--- src/hw/core_params.svh ---
`ifndef CORE_PARAMS_SVH
`define CORE_PARAMS_SVH

// Datapath and register file sizes
`define CORE_XLEN       32
`define CORE_REG_COUNT  32
`define CORE_ADDR_W     30

// Byte address of the first fetch after reset
`define CORE_RESET_PC   32'h0000_0000

// Opcode field values
`define CORE_OP_RTYPE   6'h00
`define CORE_OP_ADDI    6'h08
`define CORE_OP_SLTI    6'h0a
`define CORE_OP_ANDI    6'h0c
`define CORE_OP_ORI     6'h0d
`define CORE_OP_LUI     6'h0f

// Funct field values for R-type
`define CORE_FN_SLL     6'h00
`define CORE_FN_SRL     6'h02
`define CORE_FN_ADD     6'h20
`define CORE_FN_SUB     6'h22
`define CORE_FN_AND     6'h24
`define CORE_FN_OR      6'h25
`define CORE_FN_XOR     6'h26
`define CORE_FN_NOR     6'h27
`define CORE_FN_SLT     6'h2a

`endif
--- src/hw/core_pkg.sv ---
`include "core_params.svh"

package core_pkg;

    typedef logic [`CORE_XLEN-1:0]              word_t;
    typedef logic [`CORE_ADDR_W-1:0]            iaddr_t;
    typedef logic [$clog2(`CORE_REG_COUNT)-1:0] reg_idx_t;

    // Instruction fields
    typedef logic [5:0]  opcode_t;
    typedef logic [5:0]  funct_t;
    typedef logic [4:0]  shamt_t;
    typedef logic [15:0] imm_t;

    typedef enum logic [3:0] {
        ALU_ADD,
        ALU_SUB,
        ALU_AND,
        ALU_OR,
        ALU_XOR,
        ALU_NOR,
        ALU_SLT,
        ALU_SLL,
        ALU_SRL,
        ALU_LUI
    } alu_op_t;

endpackage

--- src/hw/id_ex_if.sv ---
interface id_ex_if
    import core_pkg::*;
();

    logic     valid;
    alu_op_t  alu_op;
    logic     use_imm;
    reg_idx_t rs;
    reg_idx_t rt;
    reg_idx_t dest;
    word_t    rs_data;
    word_t    rt_data;
    // Immediate already extended to a full word
    word_t    operand_imm;
    shamt_t   shamt;

    modport decode (
        output valid, alu_op, use_imm, rs, rt, dest,
        output rs_data, rt_data, operand_imm, shamt
    );

    modport execute (
        input valid, alu_op, use_imm, rs, rt, dest,
        input rs_data, rt_data, operand_imm, shamt
    );

endinterface

--- src/hw/mips_core.sv ---
module mips_core
    import core_pkg::*;
(
    input  logic     clk,
    input  logic     rst_n,
    output iaddr_t   imem_addr,
    input  word_t    imem_rdata,
    input  logic     imem_stall,
    output logic     wb_valid,
    output reg_idx_t wb_reg,
    output word_t    wb_data
);

    word_t    instr;
    logic     instr_valid;
    reg_idx_t rs_idx;
    reg_idx_t rt_idx;
    word_t    rs_data;
    word_t    rt_data;

    id_ex_if i_id_ex ();

    fetch_unit i_fetch (
        .clk         (clk),
        .rst_n       (rst_n),
        .imem_stall  (imem_stall),
        .imem_rdata  (imem_rdata),
        .imem_addr   (imem_addr),
        .instr       (instr),
        .instr_valid (instr_valid)
    );

    decode_control i_decode (
        .clk         (clk),
        .rst_n       (rst_n),
        .imem_stall  (imem_stall),
        .instr       (instr),
        .instr_valid (instr_valid),
        .rs_idx      (rs_idx),
        .rt_idx      (rt_idx),
        .rs_data     (rs_data),
        .rt_data     (rt_data),
        .id_ex       (i_id_ex.decode)
    );

    // Written straight from EX/WB, no separate writeback register
    reg_file i_regs (
        .clk      (clk),
        .rst_n    (rst_n),
        .rs_idx   (rs_idx),
        .rt_idx   (rt_idx),
        .rs_data  (rs_data),
        .rt_data  (rt_data),
        .wb_valid (wb_valid),
        .wb_reg   (wb_reg),
        .wb_data  (wb_data)
    );

    execute_stage i_execute (
        .clk        (clk),
        .rst_n      (rst_n),
        .imem_stall (imem_stall),
        .id_ex      (i_id_ex.execute),
        .wb_valid   (wb_valid),
        .wb_reg     (wb_reg),
        .wb_data    (wb_data)
    );

endmodule

--- src/hw/execute_stage.sv ---
module execute_stage
    import core_pkg::*;
(
    input  logic     clk,
    input  logic     rst_n,
    input  logic     imem_stall,
    id_ex_if.execute id_ex,
    output logic     wb_valid,
    output reg_idx_t wb_reg,
    output word_t    wb_data
);

    word_t fwd_rs;
    word_t fwd_rt;
    word_t operand_b;
    word_t alu_result;

    // Result still sitting in EX/WB overrides the stale register read
    assign fwd_rs = (wb_valid && (wb_reg == id_ex.rs)) ? wb_data : id_ex.rs_data;
    assign fwd_rt = (wb_valid && (wb_reg == id_ex.rt)) ? wb_data : id_ex.rt_data;

    assign operand_b = id_ex.use_imm ? id_ex.operand_imm : fwd_rt;

    alu_unit i_alu (
        .op     (id_ex.alu_op),
        .a      (fwd_rs),
        .b      (operand_b),
        .shamt  (id_ex.shamt),
        .result (alu_result)
    );

    // EX/WB valid
    always_ff @(posedge clk) begin
        if (!rst_n) begin
            wb_valid <= 1'b0;
        end else if (!imem_stall) begin
            wb_valid <= id_ex.valid;
        end
    end

    // EX/WB payload
    always_ff @(posedge clk) begin
        if (!imem_stall) begin
            wb_reg  <= id_ex.dest;
            wb_data <= alu_result;
        end
    end

endmodule

--- src/hw/alu_unit.sv ---
module alu_unit
    import core_pkg::*;
(
    input  alu_op_t op,
    input  word_t   a,
    input  word_t   b,
    input  shamt_t  shamt,
    output word_t   result
);

    always_comb begin
        case (op)
            ALU_ADD: result = a + b;
            ALU_SUB: result = a - b;
            ALU_AND: result = a & b;
            ALU_OR:  result = a | b;
            ALU_XOR: result = a ^ b;
            ALU_NOR: result = ~(a | b);
            // Signed compare, result is 0 or 1
            ALU_SLT: result = word_t'($signed(a) < $signed(b));
            // Shifts act on the rt operand
            ALU_SLL: result = b << shamt;
            ALU_SRL: result = b >> shamt;
            ALU_LUI: result = {b[15:0], 16'h0000};
            default: result = '0;
        endcase
    end

endmodule

--- src/hw/reg_file.sv ---
`include "core_params.svh"

module reg_file
    import core_pkg::*;
(
    input  logic     clk,
    input  logic     rst_n,
    input  reg_idx_t rs_idx,
    input  reg_idx_t rt_idx,
    output word_t    rs_data,
    output word_t    rt_data,
    input  logic     wb_valid,
    input  reg_idx_t wb_reg,
    input  word_t    wb_data
);

    word_t regs [`CORE_REG_COUNT];

    always_ff @(posedge clk) begin
        if (!rst_n) begin
            for (int i = 0; i < `CORE_REG_COUNT; i++) begin
                regs[i] <= '0;
            end
        end else if (wb_valid && (wb_reg != '0)) begin
            regs[wb_reg] <= wb_data;
        end
    end

    // $zero first, then a same-cycle write, then the array
    assign rs_data = (rs_idx == '0) ? '0
                   : (wb_valid && (wb_reg == rs_idx)) ? wb_data
                   : regs[rs_idx];
    assign rt_data = (rt_idx == '0) ? '0
                   : (wb_valid && (wb_reg == rt_idx)) ? wb_data
                   : regs[rt_idx];

endmodule

--- src/hw/decode_control.sv ---
`include "core_params.svh"

module decode_control
    import core_pkg::*;
(
    input  logic     clk,
    input  logic     rst_n,
    input  logic     imem_stall,
    input  word_t    instr,
    input  logic     instr_valid,
    output reg_idx_t rs_idx,
    output reg_idx_t rt_idx,
    input  word_t    rs_data,
    input  word_t    rt_data,
    id_ex_if.decode  id_ex
);

    opcode_t  opcode;
    funct_t   funct;
    shamt_t   shamt;
    imm_t     imm;
    reg_idx_t rd_idx;

    alu_op_t  dec_op;
    logic     dec_use_imm;
    logic     dec_zero_ext;
    logic     dec_known;
    reg_idx_t dec_dest;
    word_t    imm_ext;

    // Instruction fields
    assign opcode = instr[31:26];
    assign rs_idx = instr[25:21];
    assign rt_idx = instr[20:16];
    assign rd_idx = instr[15:11];
    assign shamt  = instr[10:6];
    assign funct  = instr[5:0];
    assign imm    = instr[15:0];

    // Main and ALU control
    always_comb begin
        dec_op       = ALU_ADD;
        dec_use_imm  = 1'b1;
        dec_zero_ext = 1'b0;
        dec_known    = 1'b1;
        dec_dest     = rt_idx;
        case (opcode)
            `CORE_OP_RTYPE: begin
                dec_use_imm = 1'b0;
                dec_dest    = rd_idx;
                case (funct)
                    `CORE_FN_ADD: dec_op = ALU_ADD;
                    `CORE_FN_SUB: dec_op = ALU_SUB;
                    `CORE_FN_AND: dec_op = ALU_AND;
                    `CORE_FN_OR:  dec_op = ALU_OR;
                    `CORE_FN_XOR: dec_op = ALU_XOR;
                    `CORE_FN_NOR: dec_op = ALU_NOR;
                    `CORE_FN_SLT: dec_op = ALU_SLT;
                    `CORE_FN_SLL: dec_op = ALU_SLL;
                    `CORE_FN_SRL: dec_op = ALU_SRL;
                    default:      dec_known = 1'b0;
                endcase
            end
            `CORE_OP_ADDI: dec_op = ALU_ADD;
            `CORE_OP_SLTI: dec_op = ALU_SLT;
            `CORE_OP_ANDI: begin
                dec_op       = ALU_AND;
                dec_zero_ext = 1'b1;
            end
            `CORE_OP_ORI: begin
                dec_op       = ALU_OR;
                dec_zero_ext = 1'b1;
            end
            `CORE_OP_LUI:  dec_op = ALU_LUI;
            default:       dec_known = 1'b0;
        endcase
    end

    // Logic immediates are zero extended, the rest sign extended
    assign imm_ext = dec_zero_ext ? {{(`CORE_XLEN-16){1'b0}}, imm}
                                  : {{(`CORE_XLEN-16){imm[15]}}, imm};

    // ID/EX valid, dropped for unknown encodings and writes to $zero
    always_ff @(posedge clk) begin
        if (!rst_n) begin
            id_ex.valid <= 1'b0;
        end else if (!imem_stall) begin
            id_ex.valid <= instr_valid && dec_known && (dec_dest != '0);
        end
    end

    // ID/EX payload
    always_ff @(posedge clk) begin
        if (!imem_stall) begin
            id_ex.alu_op      <= dec_op;
            id_ex.use_imm     <= dec_use_imm;
            id_ex.rs          <= rs_idx;
            id_ex.rt          <= rt_idx;
            id_ex.dest        <= dec_dest;
            id_ex.rs_data     <= rs_data;
            id_ex.rt_data     <= rt_data;
            id_ex.operand_imm <= imm_ext;
            id_ex.shamt       <= shamt;
        end
    end

    // Forwarding in execute relies on no valid entry targeting $zero
    no_valid_zero_dest: assert property (
        @(posedge clk) disable iff (!rst_n)
        id_ex.valid |-> (id_ex.dest != '0)
    );

endmodule

--- src/hw/fetch_unit.sv ---
`include "core_params.svh"

module fetch_unit
    import core_pkg::*;
(
    input  logic   clk,
    input  logic   rst_n,
    input  logic   imem_stall,
    input  word_t  imem_rdata,
    output iaddr_t imem_addr,
    output word_t  instr,
    output logic   instr_valid
);

    word_t pc;

    // PC and IF/ID valid, both frozen by a stalled fetch
    always_ff @(posedge clk) begin
        if (!rst_n) begin
            pc          <= `CORE_RESET_PC;
            instr_valid <= 1'b0;
        end else if (!imem_stall) begin
            pc          <= pc + word_t'(4);
            instr_valid <= 1'b1;
        end
    end

    // IF/ID instruction word
    always_ff @(posedge clk) begin
        if (!imem_stall) begin
            instr <= imem_rdata;
        end
    end

    assign imem_addr = pc[`CORE_XLEN-1:2];

    // The instruction port must see a steady address while it stalls
    pc_hold_on_stall: assert property (
        @(posedge clk) disable iff (!rst_n)
        imem_stall |=> $stable(pc)
    );

endmodule

--- config.mk ---
export PLATFORM = sky130hd
export DESIGN_NAME = mips_core
export DESIGN_NICKNAME = d
export VERILOG_FILES = /design/src/hw/core_pkg.sv /design/src/hw/id_ex_if.sv /design/src/hw/mips_core.sv /design/src/hw/execute_stage.sv /design/src/hw/alu_unit.sv /design/src/hw/reg_file.sv /design/src/hw/decode_control.sv /design/src/hw/fetch_unit.sv
export VERILOG_INCLUDE_DIRS = /design/src /design/src/hw
export SDC_FILE = /design/constraint.sdc
export NUM_CORES = 2
export LEC_CHECK = 0
export BUFFER_PORTS_ARGS = -buffer_cell sky130_fd_sc_hd__buf_4
export CAP_MARGIN = 20
export CORE_ASPECT_RATIO = 0.9
export CORE_UTILIZATION = 61
export DETAILED_ROUTE_END_ITERATION = 12
export PLACE_DENSITY = 0.78
export SLEW_MARGIN = 10
export SYNTH_ARGS = -nofsm -noshare
export SYNTH_HDL_FRONTEND = slang
export SYNTH_SLANG_ARGS = --single-unit
--- constraint.sdc ---
create_clock -name clk -period 11.3 [get_ports clk]
set_input_delay 0.565 -clock clk [delete_from_list [all_inputs] [get_ports clk]]
set_output_delay 0.565 -clock clk [all_outputs]
set_load 0.02 [all_outputs]
==> results.json <==
{
  "ff2ff_setup_slack_ps": 4580,
  "timing.critical_path.slowest_cell_delay_ps": 800,
  "largest-register": "i_regs.regs",
  "crit_path_cell_trace": "xnor2_1 > and4_1 > a21boi_0 > o21ai_0 > inv_1 > ha_1 > fa_1 > o21bai_1 > a211oi_1 > o21bai_1 > a21o_1 > o41ai_1 > clkdlybuf4s15_2 > o31a_1 > o311ai_0 > xnor2_1 > o211ai_1 > or4_1",
  "coreArea_sq_mm": 0.115,
  "die-area_sq_mm": 0.118,
  "drtAntennaViolNets": 0,
  "syn-cell-area_sq_mm": 0.0713,
  "synth_fa_ha_area_share_pct": 1.81,
  "synth_mux_area_share_pct": 23.5,
  "arrival_ps": 7240,
  "synth_seq_area_share_pct": 51.5,
  "r2r_start": "i_execute.wb_reg[2]",
  "grt_max_degree": 108,
  "die_y_um": 326,
  "synth_top_area_share_pct": 50.3,
  "fmax_mhz": 149,
  "syn_to_final_growth_pct": 10.3,
  "holdPathEnd": "i_fetch.instr_valid",
  "cp-startpoint": "i_execute.wb_reg[2]",
  "final_cell_mix": "edfxtp_1, and2_1, mux4_2",
  "wl_met3_um": 40300,
  "cts_setup_buffers": 0,
  "numCtsBuffers": 132,
  "overflow": 0,
  "relSlewSlack_pct": 28.3,
  "insertion_delay_ps": 810,
  "drc": 0,
  "final_common_cell": "edfxtp_1",
  "firstDrtPassIters": 9,
  "pin_count": 103,
  "async_flop_share_pct": 0,
  "powerDensity_mw_per_mm2": 157,
  "routed_via_density": 7.36,
  "r2r_cells": 18,
  "clk_path_buf_depth": 3,
  "port_buffers": 102,
  "regArea_sq_mm": 0.0367,
  "end_kind": "register",
  "top_layer": "met5",
  "min_delay_path_depth": 2,
  "path_clk_slew_ps": 60,
  "vias": 50100,
  "hold_path_startpoint": "imem_stall",
  "rr_endpoint": "i_execute.wb_data[24]",
  "start_kind": "register",
  "grt_pass1_wl_um": 359000,
  "status": "finished clean",
  "antenna_found_initial": 25,
  "finClkSkew_ps": 42.7,
  "yosysUniqueCellTypes": 86,
  "wl_met1_um": 87500,
  "synthCells": 5161,
  "h-tree-depth": 4,
  "path_class": "register to register",
  "post_cts_resized": 0,
  "setup_viol": 0,
  "gp_congestion": 1.06,
  "multi_input_area_sq_mm": 0.0329,
  "max-vdd-ir-drop_mv": 0.161,
  "ys_ff_latch": 1237,
  "largest_reg_flops": 1024,
  "avgSynthCellArea_sq_um": 13.8,
  "synth_compound_area_share_pct": 6.45,
  "wl_met2_um": 111000,
  "synth_edf_count": 1194,
  "synthXorXnorAreaFrac_pct": 0.746,
  "synth_area_leader_cell": "edfxtp_1",
  "synth_top_family_by_area": "multiplexers",
  "worst_pin_slew_ps": 1080,
  "post-dp-hpwl_um": 159000,
  "fill_cells": 7741,
  "fin_crit_ps": 6720,
  "critPathSlowestCell": "o21ai_0",
  "rsz0062_at_grt": "false",
  "hold_path.class": "input pin to register",
  "synthFlopType": "edfxtp_1",
  "fin_nets": 5265,
  "cp_data_required_time_ps": 11820,
  "hold_violations": 0,
  "track_usage_pct": 43.5,
  "finalWirelength_um": 255000,
  "initial_core_util_pct": 61.8,
  "rows": 118,
  "synth_warnings": 0,
  "crit_fanout": 17,
  "wl_per_cell_um": 37.5,
  "clock-root-buffer": "clkbuf_16",
  "setup_tns_ps": 0,
  "power_mw": 12.3,
  "first_global_vias": 48900,
  "power.leakage_nw": 28.4,
  "tritoncts": "yes",
  "synth_area_leaders": "edfxtp_1, mux4_2, and2_1",
  "die_w_um": 362,
  "cts_sinks": 1237,
  "drtIter0Drc": 8695,
  "drv_slew": 0,
  "min_period_over_period_pct": 59.4,
  "maxCapViolations": 0,
  "layout-drive-gt1-share_pct": 24.8,
  "synth-simple-area-share_pct": 12.8
}
[layout make-up]
cell class                 count  share of cell area [%]
inverter                     101                   0.490
antenna                        6                  0.0191
sequential                  1237                    46.7
clock inverter                78                   0.886
clock buffer                 161                    4.44
multi-input combinational   3341                    41.8
timing repair buffer         315                    3.20
tap                         1560                    2.48
[synthesized netlist by cell type, types with 18 or more instances]
| cell type | instances |
|---|---|
| edfxtp_1 | 1194 |
| and2_1 | 975 |
| mux4_2 | 648 |
| clkbuf_1 | 442 |
| nor2_1 | 279 |
| o21ai_0 | 136 |
| nand2_1 | 127 |
| mux2i_1 | 124 |
| a21oi_1 | 119 |
| ha_1 | 100 |
| inv_1 | 97 |
| a211oi_1 | 90 |
| nor3_1 | 72 |
| mux2_2 | 71 |
| buf_1 | 63 |
| nand3_1 | 61 |
| a221oi_1 | 45 |
| dfxtp_1 | 43 |
| o211ai_1 | 36 |
| xor2_1 | 36 |
| xnor2_1 | 21 |
| a31oi_1 | 20 |
| nand4_1 | 18 |
[where the power goes]
part | internal [mW] | switching (mW)
Combinational | 0.961 | 1.62
Sequential | 5.27 | 0.200
Clock | 2.36 | 1.92
[metal layers]
metal,up-vias,global-route usage (%)
met1,25000,58.5
met3,908,14.6
li1,19900,-
met5,-,0
met2,4290,62.9
met4,16,23.7
[what timing repair did]
action                                 in CTS  in global routing
endpoints found under the hold margin      38                  0
setup endpoints to repair                   0                  0
hold buffers                               32                  0
[worst max-delay path, delay by kind of cell (launching register included)]
kind,cells,cell delay (ps)
compound gates,10,3020
xor+xnor,2,450
fa+ha+maj,2,740
buf+inv,2,430
flops,1,610
simple gates,2,1210
[worst max-delay path by stage]
stage,cells after the start,to,slack (ps)
floorplan,19,i_execute.wb_data[20],6210
global placement,16,i_execute.wb_data[24],4610
detailed placement,16,i_execute.wb_data[24],4620
CTS,16,i_execute.wb_data[24],4650
global route,18,i_execute.wb_data[24],4470
finish,18,i_execute.wb_data[24],4580
[per-stage QoR]
step | worst slack [ps] | area (sq um) | std cells | hold WS, ps | util (%)
after floorplan | 6210 | 71400 | 5192 | 400 | -
after global placement | 4610 | 74100 | 6519 | 404 | 64.2
after detailed placement | 4620 | 74100 | 6521 | 408 | 64.2
after CTS | 4650 | 78700 | 6792 | 136 | 68.1
after global routing | 4470 | 78700 | 6793 | 175 | 68.1
final | 4580 | 78700 | 6799 | 169 | 68.1
[logic make-up after synthesis]
| logic type | after synthesis |
|---|---|
| AND/OR/NAND/NOR | 1635 |
| AO/OA/AOI/OAI | 666 |
| buffers and inverters | 614 |
| XOR/XNOR | 59 |
| adder cells (fa/ha/maj) | 102 |
| multiplexers | 847 |
| other | 1 |
| flip-flops | 1237 |
Power figures use the tool's default switching activity.
